$ cat src/rtl/avr_io_pkg.sv
// AVR I/O subsystem package.
// Holds the bus types, the I/O register map, the register field
// positions and the prescaler taps shared by all peripheral blocks.

`default_nettype none

package avr_io_pkg;

	// Bus and register types.
	typedef logic [5:0] io_addr_t;
	typedef logic [7:0] io_data_t;
	typedef logic [7:0] pins_t;
	typedef logic [7:0] tmr_count_t;
	typedef logic [2:0] clk_sel_t;

	// Register offset inside a GPIO port, in address order.
	typedef enum logic [1:0]
	{
		GPIO_PIN  = 2'd0,
		GPIO_DDR  = 2'd1,
		GPIO_PORT = 2'd2
	} gpio_reg_t;

	// Timer 0 register select.
	typedef enum logic [2:0]
	{
		TMR_TIFR  = 3'd0,
		TMR_TCCRA = 3'd1,
		TMR_TCCRB = 3'd2,
		TMR_TCNT  = 3'd3,
		TMR_OCRA  = 3'd4,
		TMR_OCRB  = 3'd5
	} tmr_reg_t;

	// I/O space addresses.
	localparam io_addr_t PINB_ADDR   = 6'h03;
	localparam io_addr_t DDRB_ADDR   = 6'h04;
	localparam io_addr_t PORTB_ADDR  = 6'h05;
	localparam io_addr_t PIND_ADDR   = 6'h09;
	localparam io_addr_t DDRD_ADDR   = 6'h0A;
	localparam io_addr_t PORTD_ADDR  = 6'h0B;
	localparam io_addr_t TIFR0_ADDR  = 6'h15;
	localparam io_addr_t TCCR0A_ADDR = 6'h24;
	localparam io_addr_t TCCR0B_ADDR = 6'h25;
	localparam io_addr_t TCNT0_ADDR  = 6'h26;
	localparam io_addr_t OCR0A_ADDR  = 6'h27;
	localparam io_addr_t OCR0B_ADDR  = 6'h28;

	// Implemented pins per port and the compare output pins.
	localparam pins_t PORTB_PIN_MASK = 8'b1111_0000;
	localparam pins_t PORTD_PIN_MASK = 8'b1111_1111;
	localparam int    OC0A_PIN       = 7;
	localparam int    OC0B_PIN       = 0;

	// TIFR0 flag bits.
	localparam int TOV0_BIT  = 0;
	localparam int OCF0A_BIT = 1;
	localparam int OCF0B_BIT = 2;

	// TCCR0A compare output fields.
	localparam int         COM0A_LSB  = 6;
	localparam int         COM0B_LSB  = 4;
	localparam logic [1:0] COM_TOGGLE = 2'b01;

	// Prescaler width and tap bits.
	localparam int PRESC_WIDTH    = 10;
	localparam int PRESC_TAP_8    = 2;
	localparam int PRESC_TAP_64   = 5;
	localparam int PRESC_TAP_256  = 7;
	localparam int PRESC_TAP_1024 = 9;

endpackage

`default_nettype wire

$ cat src/rtl/io_bus_ctrl.sv
// I/O bus control.
// Decodes the 6-bit I/O address into block selects and register
// offsets, qualifies the write strobe and returns read data.

`timescale 1ns/100ps
`default_nettype none

module io_bus_ctrl
(
	input  logic                  clk,
	input  logic                  rst,
	input  avr_io_pkg::io_addr_t  io_addr,
	input  logic                  io_wr,
	input  logic                  io_rd,
	input  avr_io_pkg::io_data_t  io_wdata,
	input  avr_io_pkg::io_data_t  rdata_b,
	input  avr_io_pkg::io_data_t  rdata_d,
	input  avr_io_pkg::io_data_t  rdata_tmr,
	output avr_io_pkg::io_data_t  io_rdata,
	output logic                  wr,
	output avr_io_pkg::io_data_t  wdata,
	output logic                  gpio_b_sel,
	output logic                  gpio_d_sel,
	output avr_io_pkg::gpio_reg_t gpio_reg,
	output logic                  tmr_sel,
	output avr_io_pkg::tmr_reg_t  tmr_reg
);

	import avr_io_pkg::*;

	// GPIO ports share one offset decode.
	always_comb
	begin
		gpio_b_sel = (io_addr inside {PINB_ADDR, DDRB_ADDR, PORTB_ADDR});
		gpio_d_sel = (io_addr inside {PIND_ADDR, DDRD_ADDR, PORTD_ADDR});
		case (io_addr)
			PINB_ADDR, PIND_ADDR:   gpio_reg = GPIO_PIN;
			DDRB_ADDR, DDRD_ADDR:   gpio_reg = GPIO_DDR;
			PORTB_ADDR, PORTD_ADDR: gpio_reg = GPIO_PORT;
			default:                gpio_reg = GPIO_PIN;
		endcase
	end

	// Timer 0 register decode.
	always_comb
	begin
		tmr_sel = 1'b1;
		case (io_addr)
			TIFR0_ADDR:  tmr_reg = TMR_TIFR;
			TCCR0A_ADDR: tmr_reg = TMR_TCCRA;
			TCCR0B_ADDR: tmr_reg = TMR_TCCRB;
			TCNT0_ADDR:  tmr_reg = TMR_TCNT;
			OCR0A_ADDR:  tmr_reg = TMR_OCRA;
			OCR0B_ADDR:  tmr_reg = TMR_OCRB;
			default:
			begin
				tmr_sel = 1'b0;
				tmr_reg = TMR_TIFR;
			end
		endcase
	end

	// Writes to unmapped addresses are dropped here.
	assign wr    = io_wr & (gpio_b_sel | gpio_d_sel | tmr_sel);
	assign wdata = io_wdata;

	// OR of the selected block's read value, zero outside a read.
	assign io_rdata = io_rd ? (({8{gpio_b_sel}} & rdata_b) |
	                           ({8{gpio_d_sel}} & rdata_d) |
	                           ({8{tmr_sel}} & rdata_tmr)) : '0;

	assert property (@(posedge clk) disable iff (rst)
		$onehot0({gpio_b_sel, gpio_d_sel, tmr_sel}))
		else $error("io_bus_ctrl: more than one block selected");

	assert property (@(posedge clk) disable iff (rst) !(io_wr && io_rd))
		else $error("io_bus_ctrl: io_wr and io_rd high together");

endmodule

`default_nettype wire

$ cat src/rtl/gpio_port.sv
// GPIO port.
// PORT, DDR and PIN registers limited to the implemented pins, a
// two-flop input synchronizer and a per-pin alternate function that
// takes over both the output value and the output enable.

`timescale 1ns/100ps
`default_nettype none

module gpio_port
#(
	parameter avr_io_pkg::pins_t PIN_MASK = 8'hFF
)
(
	input  logic                  clk,
	input  logic                  rst,
	input  logic                  sel,
	input  logic                  wr,
	input  avr_io_pkg::gpio_reg_t rd_reg,
	input  avr_io_pkg::io_data_t  wdata,
	input  avr_io_pkg::pins_t     pins_in,
	input  avr_io_pkg::pins_t     alt_en,
	input  avr_io_pkg::pins_t     alt_val,
	output avr_io_pkg::io_data_t  rdata,
	output avr_io_pkg::pins_t     pins_out,
	output avr_io_pkg::pins_t     pins_oe
);

	import avr_io_pkg::*;

	pins_t port_q;
	pins_t ddr_q;
	pins_t sync_meta;
	pins_t sync_q;

	// Register writes. A 1 written to PIN flips the PORT bit.
	always_ff @(posedge clk or posedge rst)
	begin
		if (rst)
		begin
			port_q <= '0;
			ddr_q  <= '0;
		end
		else if (sel && wr)
		begin
			case (rd_reg)
				GPIO_PIN:  port_q <= (port_q ^ pins_t'(wdata)) & PIN_MASK;
				GPIO_DDR:  ddr_q  <= pins_t'(wdata) & PIN_MASK;
				GPIO_PORT: port_q <= pins_t'(wdata) & PIN_MASK;
				default:   port_q <= port_q;
			endcase
		end
	end

	// Input synchronizer.
	always_ff @(posedge clk or posedge rst)
	begin
		if (rst)
		begin
			sync_meta <= '0;
			sync_q    <= '0;
		end
		else
		begin
			sync_meta <= pins_in;
			sync_q    <= sync_meta;
		end
	end

	always_comb
	begin
		case (rd_reg)
			GPIO_PIN:  rdata = io_data_t'(sync_q & PIN_MASK);
			GPIO_DDR:  rdata = io_data_t'(ddr_q);
			GPIO_PORT: rdata = io_data_t'(port_q);
			default:   rdata = '0;
		endcase
	end

	// Alternate function wins per pin.
	assign pins_out = (alt_en & alt_val) | (~alt_en & port_q);
	assign pins_oe  = alt_en | ddr_q;

	// The alternate enable comes from outside, so check the whole enable.
	assert property (@(posedge clk) disable iff (rst) (pins_oe & ~PIN_MASK) == '0)
		else $error("gpio_port: output enabled on an unimplemented pin");

endmodule

`default_nettype wire

$ cat src/rtl/timer_prescaler.sv
// Timer prescaler.
// Free-running counter that decodes single-cycle tick enables for
// the divide-by-8, 64, 256 and 1024 timer clock selects.

`timescale 1ns/100ps
`default_nettype none

module timer_prescaler
(
	input  logic clk,
	input  logic rst,
	output logic tick_8,
	output logic tick_64,
	output logic tick_256,
	output logic tick_1024
);

	import avr_io_pkg::*;

	logic [PRESC_WIDTH-1:0] cnt;

	always_ff @(posedge clk or posedge rst)
	begin
		if (rst)
			cnt <= '0;
		else
			cnt <= cnt + 1'b1;
	end

	// A tick fires when every bit up to its tap is set.
	assign tick_8    = &cnt[PRESC_TAP_8:0];
	assign tick_64   = &cnt[PRESC_TAP_64:0];
	assign tick_256  = &cnt[PRESC_TAP_256:0];
	assign tick_1024 = &cnt[PRESC_TAP_1024:0];

endmodule

`default_nettype wire

$ cat src/rtl/timer0_8bit.sv
// Timer 0, 8-bit, normal mode.
// Counts on the selected tick, raises overflow and compare flags,
// and toggles the OC0A and OC0B outputs on compare match.

`timescale 1ns/100ps
`default_nettype none

module timer0_8bit
(
	input  logic                 clk,
	input  logic                 rst,
	input  logic                 sel,
	input  logic                 wr,
	input  avr_io_pkg::tmr_reg_t reg_sel,
	input  avr_io_pkg::io_data_t wdata,
	input  logic                 tick_8,
	input  logic                 tick_64,
	input  logic                 tick_256,
	input  logic                 tick_1024,
	output avr_io_pkg::io_data_t rdata,
	output logic                 irq_tov0,
	output logic                 irq_ocf0a,
	output logic                 irq_ocf0b,
	output logic                 oc0a,
	output logic                 oc0a_en,
	output logic                 oc0b,
	output logic                 oc0b_en
);

	import avr_io_pkg::*;

	logic [1:0] com0a;
	logic [1:0] com0b;
	clk_sel_t   cs;
	tmr_count_t tcnt0;
	tmr_count_t ocr0a;
	tmr_count_t ocr0b;
	logic       tov0;
	logic       ocf0a;
	logic       ocf0b;
	logic       oc0a_q;
	logic       oc0b_q;
	logic       tick;
	logic       wr_en;
	logic       count_en;
	logic       ovf_set;
	logic       cmpa_set;
	logic       cmpb_set;
	io_data_t   flag_clr;

	// Clock select. 0, 6 and 7 stop the counter.
	always_comb
	begin
		case (cs)
			3'd1:    tick = 1'b1;
			3'd2:    tick = tick_8;
			3'd3:    tick = tick_64;
			3'd4:    tick = tick_256;
			3'd5:    tick = tick_1024;
			default: tick = 1'b0;
		endcase
	end

	assign wr_en    = sel & wr;
	// A bus write to TCNT0 takes the place of the count.
	assign count_en = tick & ~(wr_en && reg_sel == TMR_TCNT);
	assign ovf_set  = count_en && (tcnt0 == 8'hFF);
	assign cmpa_set = count_en && (tcnt0 == ocr0a);
	assign cmpb_set = count_en && (tcnt0 == ocr0b);
	assign flag_clr = (wr_en && reg_sel == TMR_TIFR) ? wdata : '0;

	always_ff @(posedge clk or posedge rst)
	begin
		if (rst)
		begin
			com0a <= '0;
			com0b <= '0;
			cs    <= '0;
			ocr0a <= '0;
			ocr0b <= '0;
		end
		else if (wr_en)
		begin
			case (reg_sel)
				TMR_TCCRA:
				begin
					com0a <= wdata[COM0A_LSB +: 2];
					com0b <= wdata[COM0B_LSB +: 2];
				end
				TMR_TCCRB: cs    <= clk_sel_t'(wdata[2:0]);
				TMR_OCRA:  ocr0a <= tmr_count_t'(wdata);
				TMR_OCRB:  ocr0b <= tmr_count_t'(wdata);
				default:   cs    <= cs;
			endcase
		end
	end

	always_ff @(posedge clk or posedge rst)
	begin
		if (rst)
			tcnt0 <= '0;
		else if (wr_en && reg_sel == TMR_TCNT)
			tcnt0 <= tmr_count_t'(wdata);
		else if (count_en)
			tcnt0 <= tcnt0 + 1'b1;
	end

	// Flags. Setting wins over a write-one clear.
	always_ff @(posedge clk or posedge rst)
	begin
		if (rst)
		begin
			tov0  <= 1'b0;
			ocf0a <= 1'b0;
			ocf0b <= 1'b0;
		end
		else
		begin
			tov0  <= ovf_set | (tov0 & ~flag_clr[TOV0_BIT]);
			ocf0a <= cmpa_set | (ocf0a & ~flag_clr[OCF0A_BIT]);
			ocf0b <= cmpb_set | (ocf0b & ~flag_clr[OCF0B_BIT]);
		end
	end

	// Compare outputs, toggled on match.
	always_ff @(posedge clk or posedge rst)
	begin
		if (rst)
		begin
			oc0a_q <= 1'b0;
			oc0b_q <= 1'b0;
		end
		else
		begin
			if (cmpa_set && oc0a_en)
				oc0a_q <= ~oc0a_q;
			if (cmpb_set && oc0b_en)
				oc0b_q <= ~oc0b_q;
		end
	end

	always_comb
	begin
		rdata = '0;
		case (reg_sel)
			TMR_TIFR:
			begin
				rdata[TOV0_BIT]  = tov0;
				rdata[OCF0A_BIT] = ocf0a;
				rdata[OCF0B_BIT] = ocf0b;
			end
			TMR_TCCRA:
			begin
				rdata[COM0A_LSB +: 2] = com0a;
				rdata[COM0B_LSB +: 2] = com0b;
			end
			TMR_TCCRB: rdata[2:0] = cs;
			TMR_TCNT:  rdata = io_data_t'(tcnt0);
			TMR_OCRA:  rdata = io_data_t'(ocr0a);
			TMR_OCRB:  rdata = io_data_t'(ocr0b);
			default:   rdata = '0;
		endcase
	end

	assign irq_tov0  = tov0;
	assign irq_ocf0a = ocf0a;
	assign irq_ocf0b = ocf0b;
	assign oc0a      = oc0a_q;
	assign oc0b      = oc0b_q;
	assign oc0a_en   = (com0a == COM_TOGGLE);
	assign oc0b_en   = (com0b == COM_TOGGLE);

	assert property (@(posedge clk) disable iff (rst) ovf_set |=> tov0)
		else $error("timer0_8bit: TOV0 lost on overflow");
	assert property (@(posedge clk) disable iff (rst) cmpa_set |=> ocf0a)
		else $error("timer0_8bit: OCF0A lost on compare match");
	assert property (@(posedge clk) disable iff (rst) cmpb_set |=> ocf0b)
		else $error("timer0_8bit: OCF0B lost on compare match");

endmodule

`default_nettype wire

$ cat src/rtl/avr_io_top.sv
// AVR I/O subsystem top level.
// Connects the I/O bus control to GPIO ports B and D, the timer
// prescaler and timer 0. OC0A drives PB7 and OC0B drives PD0.

`timescale 1ns/100ps
`default_nettype none

module avr_io_top
(
	input  logic                 clk,
	input  logic                 rst,
	input  avr_io_pkg::io_addr_t io_addr,
	input  avr_io_pkg::io_data_t io_wdata,
	input  logic                 io_wr,
	input  logic                 io_rd,
	input  avr_io_pkg::pins_t    pb_in,
	input  avr_io_pkg::pins_t    pd_in,
	output avr_io_pkg::io_data_t io_rdata,
	output avr_io_pkg::pins_t    pb_out,
	output avr_io_pkg::pins_t    pb_oe,
	output avr_io_pkg::pins_t    pd_out,
	output avr_io_pkg::pins_t    pd_oe,
	output logic                 irq_tov0,
	output logic                 irq_ocf0a,
	output logic                 irq_ocf0b
);

	import avr_io_pkg::*;

	io_data_t  rdata_b;
	io_data_t  rdata_d;
	io_data_t  rdata_tmr;
	io_data_t  wdata;
	logic      wr;
	logic      gpio_b_sel;
	logic      gpio_d_sel;
	gpio_reg_t gpio_reg;
	logic      tmr_sel;
	tmr_reg_t  tmr_reg;
	logic      tick_8;
	logic      tick_64;
	logic      tick_256;
	logic      tick_1024;
	logic      oc0a;
	logic      oc0a_en;
	logic      oc0b;
	logic      oc0b_en;

	io_bus_ctrl bus_ctrl
	(
		.clk        (clk),
		.rst        (rst),
		.io_addr    (io_addr),
		.io_wr      (io_wr),
		.io_rd      (io_rd),
		.io_wdata   (io_wdata),
		.rdata_b    (rdata_b),
		.rdata_d    (rdata_d),
		.rdata_tmr  (rdata_tmr),
		.io_rdata   (io_rdata),
		.wr         (wr),
		.wdata      (wdata),
		.gpio_b_sel (gpio_b_sel),
		.gpio_d_sel (gpio_d_sel),
		.gpio_reg   (gpio_reg),
		.tmr_sel    (tmr_sel),
		.tmr_reg    (tmr_reg)
	);

	gpio_port #(.PIN_MASK(PORTB_PIN_MASK)) port_b
	(
		.clk      (clk),
		.rst      (rst),
		.sel      (gpio_b_sel),
		.wr       (wr),
		.rd_reg   (gpio_reg),
		.wdata    (wdata),
		.pins_in  (pb_in),
		.alt_en   (pins_t'(oc0a_en) << OC0A_PIN),
		.alt_val  (pins_t'(oc0a) << OC0A_PIN),
		.rdata    (rdata_b),
		.pins_out (pb_out),
		.pins_oe  (pb_oe)
	);

	gpio_port #(.PIN_MASK(PORTD_PIN_MASK)) port_d
	(
		.clk      (clk),
		.rst      (rst),
		.sel      (gpio_d_sel),
		.wr       (wr),
		.rd_reg   (gpio_reg),
		.wdata    (wdata),
		.pins_in  (pd_in),
		.alt_en   (pins_t'(oc0b_en) << OC0B_PIN),
		.alt_val  (pins_t'(oc0b) << OC0B_PIN),
		.rdata    (rdata_d),
		.pins_out (pd_out),
		.pins_oe  (pd_oe)
	);

	timer_prescaler prescaler
	(
		.clk       (clk),
		.rst       (rst),
		.tick_8    (tick_8),
		.tick_64   (tick_64),
		.tick_256  (tick_256),
		.tick_1024 (tick_1024)
	);

	timer0_8bit timer0
	(
		.clk       (clk),
		.rst       (rst),
		.sel       (tmr_sel),
		.wr        (wr),
		.reg_sel   (tmr_reg),
		.wdata     (wdata),
		.tick_8    (tick_8),
		.tick_64   (tick_64),
		.tick_256  (tick_256),
		.tick_1024 (tick_1024),
		.rdata     (rdata_tmr),
		.irq_tov0  (irq_tov0),
		.irq_ocf0a (irq_ocf0a),
		.irq_ocf0b (irq_ocf0b),
		.oc0a      (oc0a),
		.oc0a_en   (oc0a_en),
		.oc0b      (oc0b),
		.oc0b_en   (oc0b_en)
	);

endmodule

`default_nettype wire

$ cat config.mk
export PLATFORM = sky130hd
export DESIGN_NAME = avr_io_top
export DESIGN_NICKNAME = d
export VERILOG_FILES = /design/src/rtl/avr_io_pkg.sv /design/src/rtl/io_bus_ctrl.sv /design/src/rtl/gpio_port.sv /design/src/rtl/timer_prescaler.sv /design/src/rtl/timer0_8bit.sv /design/src/rtl/avr_io_top.sv
export SDC_FILE = /design/constraint.sdc
export NUM_CORES = 1
export LEC_CHECK = 0
export BUFFER_PORTS_ARGS = -buffer_cell sky130_fd_sc_hd__buf_2
export CAP_MARGIN = 30
export CORE_MARGIN = 2
export CORE_UTILIZATION = 55
export CTS_CLUSTER_DIAMETER = 50
export DETAILED_ROUTE_END_ITERATION = 6
export MAX_ROUTING_LAYER = met4
export PLACE_DENSITY = 0.75
export SYNTH_ARGS = -nofsm -noshare
export SYNTH_HDL_FRONTEND = slang
export SYNTH_SLANG_ARGS = --single-unit
export TNS_END_PERCENT = 30
$ cat constraint.sdc
create_clock -name clk -period 3.4 [get_ports clk]
set_clock_uncertainty 0.2 [all_clocks]
set_input_delay 0.51 -clock clk [delete_from_list [all_inputs] [get_ports clk]]
set_output_delay 0.51 -clock clk [all_outputs]
set_load 0.05 [all_outputs]
# Yosys cells after proc, flatten, opt, wreduce, memory -nomap -nowiden
# Index checks and enable logic that the tools add are counted.
totals:
  regBits: 106
  in_bits: 34
  out_inout_bits: 43
  wordCells: 130
classes:
  addsub: 2
  eq_ne: 29
  muxes: 15
  bitwise_logic: 34
  reduce_logical: 30
op_table:
  columns: ["op", "n"]
  rows:
  - ["8-bit bitwise AND", 6]
  - ["8-bit one-hot mux with 3 select lines", 2]
  - ["8-bit OR", 5]
  - ["8-bit one-hot mux with 2 select lines", 2]
  - ["6-bit == test (second input constant)", 5]
  - ["3-bit one-hot mux with 5 select lines", 2]
  - ["8-bit 2-to-1 mux", 3]
  - ["6-bit by 4-bit == test with 1-bit output (second input constant)", 3]
  - ["8-bit == test", 2]
  - ["4-bit one-hot mux with 4 select lines", 1]
  - ["2-bit AND reduction", 8]
  - ["8-bit XOR", 2]
  - ["3-bit by 2-bit == test with 1-bit output (second input constant)", 4]
  - ["3-bit == test (second input constant)", 4]
  - ["6-bit by 3-bit == test with 1-bit output (second input constant)", 2]
  - ["10-bit by 1-bit adder with 10-bit output (second input constant)", 1]
  - ["10-bit AND reduction", 1]
  - ["1-bit logical AND", 9]
  - ["8-bit by 1-bit adder with 8-bit output (second input constant)", 1]
  - ["8-bit == test (second input constant)", 1]
  - ["1-bit NOT with 8-bit output", 1]
  - ["8-bit NOT", 1]
  - ["1-bit by 8-bit OR with 8-bit output", 1]
  - ["8-bit AND reduction", 1]
  - ["21 further kinds", 42]

# Longest topological paths before layout
# Gate-level depths: netlist (run 1).
depth:
  depth_word: 11
  ltp_mapped: 8
  mapped_depth_nobuf: 7

# Modules after synthesis
# From an unflattened synthesis (run 1), not the netlist that was laid out.
hier_totals:
  cells_unflattened: 506
  hier_area_um2: 5378.9
modules_own_cells:
  columns: ["module", "n_inst", "cells_each", "area_per_inst_um2", "seq_area_each_um2"]
  rows:
  - ["timer0_8bit", 1, 215, 2184.6, 900.9]
  - ["gpio_port at port_d", 1, 121, 1451.4, 800.8]
  - ["gpio_port at port_b", 1, 73, 838.3, 400.4]
  - ["io_bus_ctrl", 1, 62, 464.2, 0.0]
  - ["timer_prescaler", 1, 34, 436.7, 250.2]
  - ["avr_io_top", 1, 1, 3.8, 0.0]

# Least setup slack after synthesis (run 1)
# No wires, ideal clock.
synth_timing:
  path_type: "input -> output"
  startpoint: "input io_addr[2]"
  endpoint: "output io_rdata[3]"
  arrival_ps: 2538
  required_time_ps: 2690
  slack_ps: 152
  stages: 6
  path_buffers: 2
  cell_sequence: "buf_4 > nor4b_2 > and2_1 > clkbuf_1 > a32oi_1 > a21boi_0"
synth_between:
  elab_chain_len: 9
  word_cells_on_any_way: 35
  cone_classes: "eq/ne (17); mux (7); bitwise (5); reduce/logical (6)"
synth_rtl:
  columns: ["element", "line", "source"]
  rows:
  - ["from (decl)", "avr_io_top.sv:12", "input avr_io_pkg::io_addr_t io_addr,"]
  - ["6-bit by 4-bit == test with 1-bit output / 6-bit by 3-bit == test with 1-bit output (equally long branches)", "io_bus_ctrl.sv:35, io_bus_ctrl.sv:36, io_bus_ctrl.sv:34", null]
  - ["2-bit OR reduction", "io_bus_ctrl.sv:36", "case (io_addr)"]
  - ["2-bit one-hot mux with 2 select lines", "io_bus_ctrl.sv:36", null]
  - ["2-bit == test (tied with other cells)", "gpio_port.sv:71", "case (rd_reg)"]
  - ["8-bit one-hot mux with 3 select lines", "gpio_port.sv:71", null]
  - ["8-bit bitwise AND (on tied branches)", "io_bus_ctrl.sv:68, io_bus_ctrl.sv:69", null]
  - ["8-bit OR", "io_bus_ctrl.sv:68", "assign io_rdata = io_rd ? (({8{gpio_b_sel}} & rdata_b) |"]
  - ["8-bit OR (*)", "io_bus_ctrl.sv:69", "({8{gpio_d_sel}} & rdata_d) |"]
  - ["8-bit 2-to-1 mux (*)", "io_bus_ctrl.sv:68", null]
  - ["to (decl)", "avr_io_top.sv:18", "output avr_io_pkg::io_data_t io_rdata,"]
# Mark *: on every way between the ends. The rest lies on a longest branch, timed or not.

# Worst setup path in the final report (run 1)
layout_timing:
  startpoint: "input io_addr[3]"
  endpoint: "output io_rdata[4]"
# Same word-level chain as after synthesis.

==> flow_summary.html, run 1 <==
<table>
<tr><th>Metric</th><th>Value</th></tr>
<tr><th colspan="2">Critical path</th></tr>
<tr><td>CP Launch Type</td><td>input pin</td></tr>
<tr><td>CP Max Fanout</td><td>9</td></tr>
<tr><td>Startpoint of the worst-slack reg-to-reg timing path</td><td>prescaler.cnt[0]$_DFF_PP0_</td></tr>
<tr><td>Reg2Reg Capture Point</td><td>timer0.irq_tov0$_DFF_PP0_</td></tr>
<tr><td>Cell occurring most often along the worst timing path</td><td>buf_2</td></tr>
<tr><td>Required time of the critical path</td><td>2.69 ns</td></tr>
<tr><td>Cell at the slowest stage of the critical path</td><td>nor3_1</td></tr>
<tr><td>Data arrival time at the worst-slack endpoint</td><td>2.29 ns</td></tr>
<tr><td>Sum of buffers and inverters on the critical path</td><td>2</td></tr>
<tr><td>Kind of critical path</td><td>input pin to primary output</td></tr>
<tr><td>Setup slack of the most critical reg-to-reg path</td><td>1.10 ns</td></tr>
<tr><td>Max stage delay on crit path</td><td>0.56 ns</td></tr>
<tr><td>Cells along the critical path</td><td>buf_2 -&gt; nand4bb_1 -&gt; nor3_1 -&gt; a221o_1 -&gt; nand2_1 -&gt; o221ai_1 -&gt; buf_2</td></tr>
<tr><td>R2R cell count</td><td>7</td></tr>
<tr><td>WP depth</td><td>7</td></tr>
<tr><td>Crit. Startpoint</td><td>io_addr[3]</td></tr>
<tr><td>Family of cells with the greatest summed delay on the critical path</td><td>simple AND/OR/NAND/NOR gates</td></tr>
<tr><td>Category of the worst setup path capture point</td><td>primary output</td></tr>
<tr><td>Termination of the worst setup path</td><td>io_rdata[4]</td></tr>
<tr><th colspan="2">Power</th></tr>
<tr><td>Combinational group share of total power</td><td>0.248</td></tr>
<tr><td>Power density relative to cell area</td><td>563 mW/mm2</td></tr>
<tr><td>Reported net switching power</td><td>1.08 mW</td></tr>
<tr><td>Internal cell power</td><td>1.91 mW</td></tr>
<tr><td>VDD IR-drop max</td><td>508 uV</td></tr>
<tr><td>Leakage power summed over all cells</td><td>2.54 nW</td></tr>
<tr><td>Switching fraction of total power</td><td>0.360</td></tr>
<tr><td>Share of power burned in the clock network</td><td>0.288</td></tr>
<tr><td>Sequential group share of total power</td><td>0.464</td></tr>
<tr><th colspan="2">Placed design</th></tr>
<tr><td>Count of buffers from port buffering</td><td>64</td></tr>
<tr><td>Detailed Place HPWL</td><td>7730 um</td></tr>
<tr><td>Final weighted congestion in routability-driven placement</td><td>0.915</td></tr>
<tr><td>Post-detailed-placement cell area</td><td>0.00507 mm2</td></tr>
<tr><th colspan="2">Floorplan</th></tr>
<tr><td>Starting density of the core</td><td>0.560</td></tr>
<tr><td>Number of placement rows</td><td>34</td></tr>
<tr><td>Width of the chip</td><td>97.7 um</td></tr>
<tr><td>Die area</td><td>0.00955 mm2</td></tr>
<tr><td>Placeable core area</td><td>0.00864 mm2</td></tr>
<tr><td>Total I/O pin count</td><td>77</td></tr>
<tr><td>Die outline height</td><td>97.7 um</td></tr>
<tr><th colspan="2">Synthesis</th></tr>
<tr><td>Synthesis warning total</td><td>0</td></tr>
<tr><td>Share of the yosys chip area belonging to registers</td><td>0.487</td></tr>
<tr><td>Gate Count Post-Synth</td><td>445</td></tr>
<tr><td>Mean Syn Cell Area</td><td>10.9 um2</td></tr>
<tr><td>Register bit count reported by yosys</td><td>94</td></tr>
<tr><td>Number of distinct library cells after synthesis</td><td>53</td></tr>
<tr><td>Post-synth ARST share</td><td>1.00</td></tr>
<tr><td>Number of flops mapped to enable cells by yosys</td><td>0</td></tr>
<tr><td>Main flop type after synthesis</td><td>dfrtp_1</td></tr>
<tr><td>Post-Synthesis Cell Area</td><td>0.00483 mm2</td></tr>
<tr><th colspan="2">Clocking</th></tr>
<tr><td>Num Clock Sinks</td><td>94</td></tr>
<tr><td>Buffers from clock root to sink, at most</td><td>2</td></tr>
<tr><td>Hold-fix buffers at CTS</td><td>0</td></tr>
<tr><td>Clock tree from TritonCTS</td><td>built</td></tr>
<tr><td>Clock latency on the worst-skew pair</td><td>0.37 ns</td></tr>
<tr><td>CTS Buf Count</td><td>9</td></tr>
<tr><td>Total setup buffers inserted after CTS</td><td>0</td></tr>
<tr><td>Root buf cell</td><td>clkbuf_8</td></tr>
<tr><td>Clock transition at the register clock pins on the worst setup and hold paths after CTS</td><td>0.10 ns</td></tr>
<tr><td>H-tree depth</td><td>3</td></tr>
<tr><td>CTS-repair resized insts</td><td>0</td></tr>
<tr><th colspan="2">Route</th></tr>
<tr><td>Number of vias per cell</td><td>5.80</td></tr>
<tr><td>Number of detailed-route iterations in the first pass</td><td>5</td></tr>
<tr><td>Number of violations reported at the end of detailed-routing iteration 0</td><td>242</td></tr>
<tr><td>Overall via count from detail_route</td><td>3457</td></tr>
<tr><td>DRC violations left</td><td>0</td></tr>
<tr><td>Routed wire length</td><td>11000 um</td></tr>
<tr><td>Antenna viol nets, final</td><td>0</td></tr>
<tr><td>Routed wire length per instance</td><td>18.4 um</td></tr>
<tr><th colspan="2">Global route</th></tr>
<tr><td>Antenna violations before repair</td><td>0</td></tr>
<tr><td>Total global routing track utilization</td><td>0.250</td></tr>
<tr><td>Pin count of the biggest net entering global routing</td><td>49</td></tr>
<tr><td>Vias in the first global route</td><td>3472</td></tr>
<tr><td>Wire length of the first global-routing pass</td><td>18200 um</td></tr>
<tr><td>Aggregate global routing overflow</td><td>0</td></tr>
<tr><th colspan="2">Flow run</th></tr>
<tr><td>Max Cap Violations</td><td>0</td></tr>
<tr><th colspan="2">Hold path</th></tr>
<tr><td>Classification of the worst-slack hold path</td><td>input pin to register</td></tr>
<tr><th colspan="2">Timing</th></tr>
<tr><td>Max Transition Viols Final</td><td>0</td></tr>
<tr><td>RSZ-0062 raised after global routing</td><td>no</td></tr>
<tr><td>Final Hold Viols</td><td>0</td></tr>
<tr><td>Post-route fraction of the period consumed by the critical path</td><td>0.881</td></tr>
<tr><td>Final Critical Period</td><td>3.00 ns</td></tr>
<tr><td>Count of final setup violators</td><td>0</td></tr>
<tr><td>Max-slew headroom</td><td>0.434</td></tr>
<tr><td>Max Clock Freq</td><td>0.334 GHz</td></tr>
<tr><td>Setup tns final</td><td>0 ns</td></tr>
<tr><td>Transition at the pin with the smallest max-transition slack</td><td>0.848 ns</td></tr>
<tr><th colspan="2">Final layout</th></tr>
<tr><td>Final design instance area without fill</td><td>0.00531 mm2</td></tr>
<tr><td>Fraction of final layout cells sized beyond drive strength 1</td><td>0.264</td></tr>
<tr><td>Synthesis-to-finish area growth</td><td>9.79%</td></tr>
<tr><td>Most common library cell in the layout ignoring fill and taps</td><td>dfrtp_1</td></tr>
<tr><td>Number of nets in the finished design</td><td>520</td></tr>
<tr><td>Antenna diode count</td><td>0</td></tr>
<tr><td>Commonest non-fill, non-tap cells in the layout</td><td>94 x dfrtp_1, 64 x buf_2, 50 x nand2_1, 37 x mux2_2, 34 x xor2_1</td></tr>
<tr><th colspan="2">Run status</th></tr>
<tr><td>Status</td><td>complete, no violations</td></tr>
</table>
==> synthesized netlist by cell type, drive strengths merged, types with 4 or more instances <==
master,number,share of area
dfrtp,94,0.49
nand2,50,0.039
mux2,45,0.10
buf,38,0.055
xor2,34,0.062
nor2,22,0.017
mux2i,17,0.035
nand3,16,0.017
a21oi,13,0.013
clkbuf,13,0.010
nor4,7,0.0091
o21ai,7,0.0080
xnor2,7,0.013
and3,6,0.0078
nand2b,5,0.0065
a221o,4,0.0083
inv,4,0.0031
nand4,4,0.0052
nor3,4,0.0041
o221ai,4,0.0072
==> flip-flops by register name, indices dropped and copies added (netlist names), 8 cells and up <==
name              cells
prescaler.cnt        10
port_d.ddr_q          8
port_d.port_q         8
port_d.sync_meta      8
port_d.sync_q         8
timer0.ocr0a          8
timer0.ocr0b          8
timer0.tcnt0          8
==> how the worst min path moves through the flow <==
| stage | from | endpoint | cells after the start |
|---|---|---|---|
| floorplan | port_b.sync_meta[4]$_DFF_PP0_ | port_b.sync_q[4]$_DFF_PP0_ | 0 |
| global placement | port_d.sync_meta[7]$_DFF_PP0_ | port_d.sync_q[7]$_DFF_PP0_ | 0 |
| detailed placement | port_d.sync_meta[0]$_DFF_PP0_ | port_d.sync_q[0]$_DFF_PP0_ | 0 |
| CTS | pd_in[0] | port_d.sync_meta[0]$_DFF_PP0_ | 1 |
| global route | pd_in[0] | port_d.sync_meta[0]$_DFF_PP0_ | 1 |
| finish | pd_in[1] | port_d.sync_meta[1]$_DFF_PP0_ | 1 |
==> area by class of cell <==
class	count	area, um2
fillers	695	3330
flip-flops and latches	94	2350
multi-input cells	303	2180
repair buffers	71	385
well taps	108	135
clock buffers	9	124
clock inverters	7	114
inverters	4	16.3
==> cells by family after synthesis <==
| group | synth area share |
|---|---|
| AO/OA/AOI/OAI | 0.0715 |
| XOR/XNOR | 0.0743 |
| adder cells (fa/ha/maj) | 0.00777 |
| buffers and inverters | 0.0678 |
| flip-flops | 0.487 |
| multiplexers | 0.140 |
| other | 0.000776 |
| AND/OR/NAND/NOR | 0.151 |
==> power by group through the flow <==
stage | combinational, mW | clock, mW | sequential [mW]
floorplan | 0.645 | 0 | 1.37
detailed placement | 0.739 | 0 | 1.40
finish | 0.740 | 0.861 | 1.38
CTS | 0.743 | 0.879 | 1.38
global placement | 0.716 | 0 | 1.39
global route | 0.797 | 0.922 | 1.41
==> stage by stage <==
stage | std cells | power, mW | utilization | hold slack (ns) | worst slack, ns
floorplan | 452 | 2.01 | - | 0.131 | 0.152
global placement | 580 | 2.11 | 0.587 | 0.131 | 0.531
detailed placement | 580 | 2.14 | 0.587 | 0.135 | 0.451
CTS | 596 | 3.00 | 0.614 | 0.0207 | 0.440
global route | 596 | 3.13 | 0.614 | 0.00822 | 0.278
finish | 596 | 2.99 | 0.614 | 0.0337 | 0.404
==> routing by layer <==
| metal | share of wire | vias to the layer above | track usage |
|---|---|---|---|
| met4 | 0.018 | 0 | 0.0716 |
| met3 | 0.059 | 26 | 0.0487 |
| met5 | 0 | - | - |
| met2 | 0.48 | 128 | 0.378 |
| met1 | 0.44 | 1704 | 0.347 |
| li1 | - | 1599 | - |
No activity file was read; power rests on OpenSTA's default activity.
==> run 2: changes to the inputs <==
--- a/config.mk
+++ b/config.mk
@@ -13,6 +13,7 @@
 export DETAILED_ROUTE_END_ITERATION = 6
 export MAX_ROUTING_LAYER = met4
 export PLACE_DENSITY = 0.75
+export RECOVER_POWER = 100
 export SYNTH_ARGS = -nofsm -noshare
 export SYNTH_HDL_FRONTEND = slang
 export SYNTH_SLANG_ARGS = --single-unit
==> flow_summary.html, run 2 (synthesis results as in run 1) <==
<table>
<tr><th>Metric</th><th>Value</th></tr>
<tr><th colspan="2">Final layout</th></tr>
<tr><td>Count of filler cells inserted in the layout</td><td>716 (+3.0%)</td></tr>
<tr><td>Most common library cell in the layout ignoring fill and taps</td><td>dfrtp_1</td></tr>
<tr><td>Fraction of final layout cells sized beyond drive strength 1</td><td>0.191 (-0.0738)</td></tr>
<tr><td>Synthesis-to-finish area growth</td><td>8.60%</td></tr>
<tr><td>Commonest non-fill, non-tap cells in the layout</td><td>94 x dfrtp_1, 50 x nand2_1, 37 x mux2_2, 35 x clkbuf_1, 34 x xor2_1</td></tr>
<tr><td>Final design instance area without fill</td><td>0.00525 mm2 (-1.1%)</td></tr>
<tr><td>Flip-flop count of the largest register after layout</td><td>10 (unchanged)</td></tr>
<tr><td>Top reg by flops</td><td>prescaler.cnt</td></tr>
<tr><td>Register Area</td><td>0.00235 mm2 (unchanged)</td></tr>
<tr><td>Number of nets in the finished design</td><td>520 (unchanged)</td></tr>
<tr><td>Area of the multi-input gates</td><td>0.00217 mm2 (-0.17%)</td></tr>
<tr><td>Antenna diode count</td><td>0 (unchanged)</td></tr>
<tr><th colspan="2">Timing</th></tr>
<tr><td>Max Transition Viols Final</td><td>48 (+48)</td></tr>
<tr><td>Post-route fraction of the period consumed by the critical path</td><td>0.909 (+0.0275)</td></tr>
<tr><td>Final Critical Period</td><td>3.09 ns (+0.0935 ns)</td></tr>
<tr><td>Max-slew headroom</td><td>-0.443 (-0.877)</td></tr>
<tr><td>Transition at the pin with the smallest max-transition slack</td><td>2.15 ns (+1.30 ns)</td></tr>
<tr><td>Max Clock Freq</td><td>0.324 GHz (-3.0%)</td></tr>
<tr><td>Count of final setup violators</td><td>0 (unchanged)</td></tr>
<tr><td>Setup tns final</td><td>0 ns (unchanged)</td></tr>
<tr><td>RSZ-0062 raised after global routing</td><td>no</td></tr>
<tr><td>Final Hold Viols</td><td>0 (unchanged)</td></tr>
<tr><th colspan="2">Clocking</th></tr>
<tr><td>Total setup buffers inserted after CTS</td><td>0 (unchanged)</td></tr>
<tr><td>Root buf cell</td><td>clkbuf_8</td></tr>
<tr><td>Hold-fix buffers at CTS</td><td>0 (unchanged)</td></tr>
<tr><td>CTS Buf Count</td><td>9 (unchanged)</td></tr>
<tr><td>Clock transition at the register clock pins on the worst setup and hold paths after CTS</td><td>0.10 ns (about the same)</td></tr>
<tr><td>Clock tree from TritonCTS</td><td>built</td></tr>
<tr><td>H-tree depth</td><td>3 (unchanged)</td></tr>
<tr><td>Clock latency on the worst-skew pair</td><td>0.38 ns (about the same)</td></tr>
<tr><td>Num Clock Sinks</td><td>94 (unchanged)</td></tr>
<tr><td>CTS-repair resized insts</td><td>0 (unchanged)</td></tr>
<tr><td>Buffers from clock root to sink, at most</td><td>2 (unchanged)</td></tr>
<tr><th colspan="2">Placed design</th></tr>
<tr><td>Final weighted congestion in routability-driven placement</td><td>0.915 (unchanged)</td></tr>
<tr><td>Post-detailed-placement cell area</td><td>0.00507 mm2 (unchanged)</td></tr>
<tr><td>Detailed Place HPWL</td><td>7730 um (unchanged)</td></tr>
<tr><td>Count of buffers from port buffering</td><td>64 (unchanged)</td></tr>
<tr><th colspan="2">Power</th></tr>
<tr><td>Share of power burned in the clock network</td><td>0.292 (+0.004)</td></tr>
<tr><td>Internal cell power</td><td>1.89 mW (-1.0%)</td></tr>
<tr><td>Reported net switching power</td><td>1.08 mW (+0.50%)</td></tr>
<tr><td>Power density relative to cell area</td><td>566 mW/mm2 (+0.62%)</td></tr>
<tr><td>VDD IR-drop max</td><td>511 uV (+0.47%)</td></tr>
<tr><td>Switching fraction of total power</td><td>0.364 (+0.00352)</td></tr>
<tr><td>Leakage power summed over all cells</td><td>2.40 nW (-5.6%)</td></tr>
<tr><td>Combinational group share of total power</td><td>0.242 (-0.006)</td></tr>
<tr><td>Sequential group share of total power</td><td>0.466 (+0.002)</td></tr>
<tr><th colspan="2">Route</th></tr>
<tr><td>Number of violations reported at the end of detailed-routing iteration 0</td><td>251 (+3.7%)</td></tr>
<tr><td>Routed wire length</td><td>10900 um (-0.78%)</td></tr>
<tr><td>Antenna viol nets, final</td><td>0 (unchanged)</td></tr>
<tr><td>Number of vias per cell</td><td>5.80 (about the same)</td></tr>
<tr><td>Overall via count from detail_route</td><td>3458 (+0.029%)</td></tr>
<tr><td>Routed wire length per instance</td><td>18.3 um (-0.78%)</td></tr>
<tr><td>DRC violations left</td><td>0 (unchanged)</td></tr>
<tr><td>Number of detailed-route iterations in the first pass</td><td>4 (-1)</td></tr>
<tr><th colspan="2">Floorplan</th></tr>
<tr><td>Starting density of the core</td><td>0.560 (unchanged)</td></tr>
<tr><td>Placeable core area</td><td>0.00864 mm2 (unchanged)</td></tr>
<tr><td>Die area</td><td>0.00955 mm2 (unchanged)</td></tr>
<tr><td>Width of the chip</td><td>97.7 um (unchanged)</td></tr>
<tr><td>Number of placement rows</td><td>34 (unchanged)</td></tr>
<tr><td>Total I/O pin count</td><td>77 (unchanged)</td></tr>
<tr><td>Die outline height</td><td>97.7 um (unchanged)</td></tr>
<tr><th colspan="2">Run status</th></tr>
<tr><td>Violations in the final reports</td><td>capacitance limit, slew limit</td></tr>
<tr><td>Status</td><td>finished with violations</td></tr>
<tr><th colspan="2">Critical path</th></tr>
<tr><td>Cells along the critical path</td><td>buf_2 -&gt; nor4b_2 -&gt; and2_1 -&gt; a221oi_1 -&gt; o22ai_1 -&gt; clkbuf_1</td></tr>
<tr><td>Data arrival time at the worst-slack endpoint</td><td>2.38 ns (+0.09 ns)</td></tr>
<tr><td>CP Launch Type</td><td>input pin</td></tr>
<tr><td>Sum of buffers and inverters on the critical path</td><td>2 (unchanged)</td></tr>
<tr><td>Family of cells with the greatest summed delay on the critical path</td><td>simple AND/OR/NAND/NOR gates</td></tr>
<tr><td>CP Max Fanout</td><td>20 (+11)</td></tr>
<tr><td>Required time of the critical path</td><td>2.69 ns (about the same)</td></tr>
<tr><td>Max stage delay on crit path</td><td>0.49 ns (-0.07 ns)</td></tr>
<tr><td>Kind of critical path</td><td>input pin to primary output</td></tr>
<tr><td>Category of the worst setup path capture point</td><td>primary output</td></tr>
<tr><td>Cell at the slowest stage of the critical path</td><td>clkbuf_1</td></tr>
<tr><th colspan="2">Global route</th></tr>
<tr><td>Aggregate global routing overflow</td><td>0 (unchanged)</td></tr>
<tr><td>Antenna violations before repair</td><td>0 (unchanged)</td></tr>
<tr><td>Wire length of the first global-routing pass</td><td>18200 um (unchanged)</td></tr>
<tr><td>Vias in the first global route</td><td>3472 (unchanged)</td></tr>
<tr><td>Total global routing track utilization</td><td>0.250 (unchanged)</td></tr>
<tr><td>Pin count of the biggest net entering global routing</td><td>49 (unchanged)</td></tr>
<tr><th colspan="2">Flow run</th></tr>
<tr><td>Max Cap Violations</td><td>1 (+1)</td></tr>
<tr><th colspan="2">Hold path</th></tr>
<tr><td>Classification of the worst-slack hold path</td><td>input pin to register</td></tr>
</table>
## run 2: metrics by stage
step | utilization | cells | worst slack, ns | hold slack (ns) | total power [mW]
detailed placement | 0.587 | 580 | 0.451 | 0.135 | 2.14
finish | 0.608 | 596 | 0.310 | 0.0253 | 2.97
global placement | 0.587 | 580 | 0.531 | 0.131 | 2.11
CTS | 0.614 | 596 | 0.440 | 0.0207 | 3.00
global route | 0.608 | 596 | 0.183 | 0.00822 | 3.11
floorplan | - | 452 | 0.152 | 0.131 | 2.01
## run 2: metal layers
metal	GRT usage	vias to the layer above	routed length, um
met5	-	-	0
met3	0.0487	15	650
met2	0.378	98	5320
met4	0.0716	0	150
li1	-	1600	-
met1	0.347	1745	4750
## run 2: power by group through the flow
stage	registers, mW	logic (mW)	clock network, mW
floorplan	1.37	0.645	0
global placement	1.39	0.716	0
detailed placement	1.40	0.739	0
CTS	1.38	0.743	0.879
global route	1.41	0.778	0.922
finish	1.38	0.720	0.867
## run 2: path summary, 6_finish.rpt
check,to,slack (ns),depth (start not counted),start
worst max-delay path,io_rdata[0],0.31,6,io_addr[1]
worst min-delay path,port_d.sync_meta[1]$_DFF_PP0_,0.03,1,pd_in[1]
worst max register to register,timer0.irq_ocf0a$_DFF_PP0_,0.95,7,prescaler.cnt[0]$_DFF_PP0_
worst min register to register,port_b.sync_q[5]$_DFF_PP0_,0.15,0,port_b.sync_meta[5]$_DFF_PP0_
max in group asynchronous,port_b.sync_meta[5]$_DFF_PP0_,1.53,3,rst
min in group asynchronous,timer0.ocr0b[0]$_DFFE_PP0P_,0.50,2,rst
## run 2: area by class of cell
type / count / share of cell area
inverter: 4 / 0.00310
multi-input combinational: 303 / 0.414
timing repair buffer: 71 / 0.0632
clock inverter: 7 / 0.0217
clock buffer: 9 / 0.0236
tap: 108 / 0.0258
sequential: 94 / 0.448
## run 2: worst register-to-register path, delay by kind of cell, from the launching register on
family,cells,cell delay (ns)
DFF,1,0.40
AOI/OAI and AO/OA,3,0.62
and+or+nand+nor,2,0.44
buffers and inverters,1,0.45
adders and majority gates,1,0.23
==> run 3: changes to the inputs <==
--- a/config.mk
+++ b/config.mk
@@ -5,6 +5,7 @@
 export SDC_FILE = /design/constraint.sdc
 export NUM_CORES = 1
 export LEC_CHECK = 0
+export ABC_AREA = 1
 export BUFFER_PORTS_ARGS = -buffer_cell sky130_fd_sc_hd__buf_2
 export CAP_MARGIN = 30
 export CORE_MARGIN = 2
@@ -14,6 +15,7 @@
 export MAX_ROUTING_LAYER = met4
 export PLACE_DENSITY = 0.75
 export RECOVER_POWER = 100
+export SLEW_MARGIN = 20
 export SYNTH_ARGS = -nofsm -noshare
 export SYNTH_HDL_FRONTEND = slang
 export SYNTH_SLANG_ARGS = --single-unit
==> flow_summary.html, run 3 <==
<table>
<tr><th>Metric</th><th>Value</th></tr>
<tr><th colspan="2">Synthesis</th></tr>
<tr><td>Mean Syn Cell Area</td><td>8.03 um2 (-26%)</td></tr>
<tr><td>Fraction of post-synthesis cell area in the top cell type by area</td><td>0.472 (-0.0149)</td></tr>
<tr><td>Leading cell types by count after synthesis</td><td>177 x nand2_1, 94 x dfrtp_1, 59 x nand3_1</td></tr>
<tr><td>Post-Synthesis Cell Area</td><td>0.00498 mm2 (+3.2%)</td></tr>
<tr><td>Most frequently used cell type in the post-synthesis netlist</td><td>nand2_1</td></tr>
<tr><td>Number of distinct library cells after synthesis</td><td>31 (-42%)</td></tr>
<tr><td>Gate Count Post-Synth</td><td>621 (+40%)</td></tr>
<tr><td>Post-synth ARST share</td><td>1.00 (unchanged)</td></tr>
<tr><td>Number of flops mapped to enable cells by yosys</td><td>0 (unchanged)</td></tr>
<tr><td>Synthesis warning total</td><td>0 (unchanged)</td></tr>
<tr><td>Cell types occupying the most area after synthesis</td><td>dfrtp_1 47%, nand2_1 13%, nand3_1 5.9%</td></tr>
<tr><td>Register bit count reported by yosys</td><td>94 (unchanged)</td></tr>
<tr><td>Share of the yosys chip area belonging to registers</td><td>0.472 (-0.0149)</td></tr>
<tr><td>Main flop type after synthesis</td><td>dfrtp_1</td></tr>
<tr><td>Largest area contributor in the synthesized netlist</td><td>dfrtp_1</td></tr>
<tr><th colspan="2">Timing</th></tr>
<tr><td>Post-route fraction of the period consumed by the critical path</td><td>0.929 (+0.0199)</td></tr>
<tr><td>Setup tns final</td><td>0 ns (unchanged)</td></tr>
<tr><td>Min setup slack post-route</td><td>0.243 ns (-0.0678 ns)</td></tr>
<tr><td>Max Transition Viols Final</td><td>41 (-15%)</td></tr>
<tr><td>RSZ-0062 raised after global routing</td><td>no</td></tr>
<tr><td>Max Clock Freq</td><td>0.317 GHz (-2.1%)</td></tr>
<tr><td>Final Critical Period</td><td>3.16 ns (+0.0678 ns)</td></tr>
<tr><td>Final Hold Viols</td><td>0 (unchanged)</td></tr>
<tr><td>Transition at the pin with the smallest max-transition slack</td><td>1.86 ns (-0.294 ns)</td></tr>
<tr><td>Max-slew headroom</td><td>-0.246 (+0.197)</td></tr>
<tr><td>Tightest hold margin</td><td>0.0500 ns (+0.0247 ns)</td></tr>
<tr><td>Count of final setup violators</td><td>0 (unchanged)</td></tr>
<tr><th colspan="2">Power</th></tr>
<tr><td>Internal cell power</td><td>1.89 mW (+0.17%)</td></tr>
<tr><td>VDD IR-drop max</td><td>335 uV (-34%)</td></tr>
<tr><td>Power density relative to cell area</td><td>561 mW/mm2 (-0.89%)</td></tr>
<tr><td>Switching fraction of total power</td><td>0.372 (+0.00790)</td></tr>
<tr><td>Combinational group share of total power</td><td>0.253 (+0.011)</td></tr>
<tr><td>Total power draw</td><td>3.01 mW (+1.4%)</td></tr>
<tr><td>Sequential group share of total power</td><td>0.462 (-0.004)</td></tr>
<tr><td>Reported net switching power</td><td>1.12 mW (+3.6%)</td></tr>
<tr><td>Share of power burned in the clock network</td><td>0.285 (-0.007)</td></tr>
<tr><td>Leakage power summed over all cells</td><td>2.70 nW (+12%)</td></tr>
<tr><th colspan="2">Clocking</th></tr>
<tr><td>Num Clock Sinks</td><td>94 (unchanged)</td></tr>
<tr><td>CTS Buf Count</td><td>9 (unchanged)</td></tr>
<tr><td>CTS-repair resized insts</td><td>0 (unchanged)</td></tr>
<tr><td>Hold-fix buffers at CTS</td><td>0 (unchanged)</td></tr>
<tr><td>H-tree depth</td><td>3 (unchanged)</td></tr>
<tr><td>Total setup buffers inserted after CTS</td><td>0 (unchanged)</td></tr>
<tr><td>Buffers from clock root to sink, at most</td><td>2 (unchanged)</td></tr>
<tr><td>Clock latency on the worst-skew pair</td><td>0.36 ns (-0.02 ns)</td></tr>
<tr><td>Clock transition at the register clock pins on the worst setup and hold paths after CTS</td><td>0.10 ns (about the same)</td></tr>
<tr><td>Clock tree from TritonCTS</td><td>built</td></tr>
<tr><td>Root buf cell</td><td>clkbuf_8</td></tr>
<tr><th colspan="2">Global route</th></tr>
<tr><td>Vias in the first global route</td><td>3905 (+12%)</td></tr>
<tr><td>Met2 Resource Use GR</td><td>0.383 (+0.00481)</td></tr>
<tr><td>Met3 capacity usage during global routing</td><td>0.0309 (-0.0178)</td></tr>
<tr><td>Total global routing track utilization</td><td>0.254 (+0.00412)</td></tr>
<tr><td>Antenna violations before repair</td><td>0 (unchanged)</td></tr>
<tr><td>Aggregate global routing overflow</td><td>0 (unchanged)</td></tr>
<tr><td>Pin count of the biggest net entering global routing</td><td>55 (+12%)</td></tr>
<tr><td>Met1 Resource Use GR</td><td>0.365 (+0.0180)</td></tr>
<tr><td>Wire length of the first global-routing pass</td><td>19200 um (+5.6%)</td></tr>
<tr><td>Layer carrying the most global-route usage</td><td>met2</td></tr>
<tr><th colspan="2">Floorplan</th></tr>
<tr><td>Placeable core area</td><td>0.00876 mm2 (+1.5%)</td></tr>
<tr><td>Starting density of the core</td><td>0.569 (+0.00927)</td></tr>
<tr><td>Width of the chip</td><td>99.2 um (+1.5%)</td></tr>
<tr><td>Total I/O pin count</td><td>77 (unchanged)</td></tr>
<tr><td>Die outline height</td><td>99.2 um (+1.5%)</td></tr>
<tr><td>Number of placement rows</td><td>34 (unchanged)</td></tr>
<tr><td>Die area</td><td>0.00984 mm2 (+3.0%)</td></tr>
<tr><th colspan="2">Final layout</th></tr>
<tr><td>Number of nets in the finished design</td><td>705 (+36%)</td></tr>
<tr><td>Top reg by flops</td><td>prescaler.cnt</td></tr>
<tr><td>Area of the multi-input gates</td><td>0.00209 mm2 (-3.7%)</td></tr>
<tr><td>Count of filler cells inserted in the layout</td><td>816 (+14%)</td></tr>
<tr><td>Commonest non-fill, non-tap cells in the layout</td><td>180 x nand2_1, 94 x dfrtp_1, 60 x nand3_1, 59 x inv_1, 57 x nor2_1</td></tr>
<tr><td>Most common library cell in the layout ignoring fill and taps</td><td>nand2_1</td></tr>
<tr><td>Synthesis-to-finish area growth</td><td>7.73%</td></tr>
<tr><td>Flip-flop count of the largest register after layout</td><td>10 (unchanged)</td></tr>
<tr><td>Antenna diode count</td><td>0 (unchanged)</td></tr>
<tr><td>Fraction of final layout cells sized beyond drive strength 1</td><td>0.105 (-0.0851)</td></tr>
<tr><td>Register Area</td><td>0.00235 mm2 (unchanged)</td></tr>
<tr><th colspan="2">Critical path</th></tr>
<tr><td>Category of the worst setup path capture point</td><td>primary output</td></tr>
<tr><td>CP Launch Type</td><td>input pin</td></tr>
<tr><td>Data arrival time at the worst-slack endpoint</td><td>2.45 ns (+0.07 ns)</td></tr>
<tr><td>Required time of the critical path</td><td>2.69 ns (about the same)</td></tr>
<tr><td>Kind of critical path</td><td>input pin to primary output</td></tr>
<tr><td>CP Max Fanout</td><td>8 (-60%)</td></tr>
<tr><td>Setup slack of the most critical reg-to-reg path</td><td>1.10 ns (+0.15 ns)</td></tr>
<tr><th colspan="2">Placed design</th></tr>
<tr><td>Final weighted congestion in routability-driven placement</td><td>0.941 (+2.8%)</td></tr>
<tr><td>Worst slack at placement</td><td>0.512 ns (+0.0612 ns)</td></tr>
<tr><td>Count of buffers from port buffering</td><td>64 (unchanged)</td></tr>
<tr><td>Detailed Place HPWL</td><td>8950 um (+16%)</td></tr>
<tr><th colspan="2">Route</th></tr>
<tr><td>Number of vias per cell</td><td>5.31 (-8.4%)</td></tr>
<tr><td>Number of detailed-route iterations in the first pass</td><td>5 (+1)</td></tr>
<tr><td>Antenna viol nets, final</td><td>0 (unchanged)</td></tr>
<tr><td>Overall via count from detail_route</td><td>4149 (+20%)</td></tr>
<tr><td>Number of violations reported at the end of detailed-routing iteration 0</td><td>274 (+9.2%)</td></tr>
<tr><td>Routed wire length</td><td>11900 um (+9.4%)</td></tr>
<tr><td>DRC violations left</td><td>0 (unchanged)</td></tr>
<tr><td>Routed wire length per instance</td><td>15.2 um (-17%)</td></tr>
<tr><th colspan="2">Run status</th></tr>
<tr><td>Violations in the final reports</td><td>capacitance limit, slew limit</td></tr>
<tr><td>Status</td><td>finished with violations</td></tr>
<tr><th colspan="2">Flow run</th></tr>
<tr><td>Max Cap Violations</td><td>1 (unchanged)</td></tr>
<tr><th colspan="2">Hold path</th></tr>
<tr><td>Classification of the worst-slack hold path</td><td>input pin to register</td></tr>
</table>
[run 3: final timing paths]
check | from | endpoint | depth (start not counted)
max in group asynchronous | rst | timer0.ocr0a[7]$_DFFE_PP0P_ | 3
worst max register to register | prescaler.cnt[0]$_DFF_PP0_ | timer0.tcnt0[4]$_DFFE_PP0P_ | 11
worst min register to register | port_b.sync_meta[5]$_DFF_PP0_ | port_b.sync_q[5]$_DFF_PP0_ | 0
worst max-delay path | io_addr[1] | io_rdata[1] | 9
worst min-delay path | pd_in[6] | port_d.sync_meta[6]$_DFF_PP0_ | 1
min in group asynchronous | rst | port_d.port_q[2]$_DFFE_PP0P_ | 2
[run 3: kinds of logic after synthesis]
family | synth area share
buf+inv | 0.102
flops | 0.472
fa+ha+maj | 0.00753
simple gates | 0.284
other cells | 0.000752
xor+xnor | 0.0685
compound gates | 0.0650
[run 3: area by class of cell]
| type | instances | area share |
|---|---|---|
| flip-flops and latches | 94 | 0.438 |
| multi-input cells | 433 | 0.390 |
| repair buffers | 67 | 0.0594 |
| inverters | 63 | 0.0445 |
| clock buffers | 10 | 0.0256 |
| well taps | 108 | 0.0252 |
| clock inverters | 6 | 0.0175 |
[run 3: metrics by stage]
step | area [um2] | util | instances
floorplan | 5010 | - | 628
global placement | 5230 | 0.597 | 765
detailed placement | 5230 | 0.597 | 765
CTS | 5460 | 0.623 | 781
global route | 5370 | 0.613 | 781
finish | 5370 | 0.613 | 781
[run 3: power by group through the flow]
stage | sequential (mW) | clock (mW) | combinational [mW]
6_report | 1.39 | 0.858 | 0.764
5_1_grt | 1.41 | 0.914 | 0.832
4_1_cts | 1.39 | 0.868 | 0.790
3_5_place_dp | 1.41 | 0 | 0.786
3_3_place_gp | 1.40 | 0 | 0.772
2_1_floorplan | 1.36 | 0 | 0.717
[run 3: layer usage]
layer | share of wire | routed length [um]
met1 | 0.47 | 5580
met2 | 0.46 | 5490
met3 | 0.054 | 645
met4 | 0.015 | 174
met5 | 0 | 0
[run 3: worst max-delay path: stages]
cell and delay [ns]:
clkbuf_1 0.20, nor2_1 0.12, nand3_1 0.34, clkinvlp_2 0.44, nand2_1 0.16, nand3_1 0.08
o21ai_0 0.23, a21oi_1 0.12, clkbuf_2 0.25
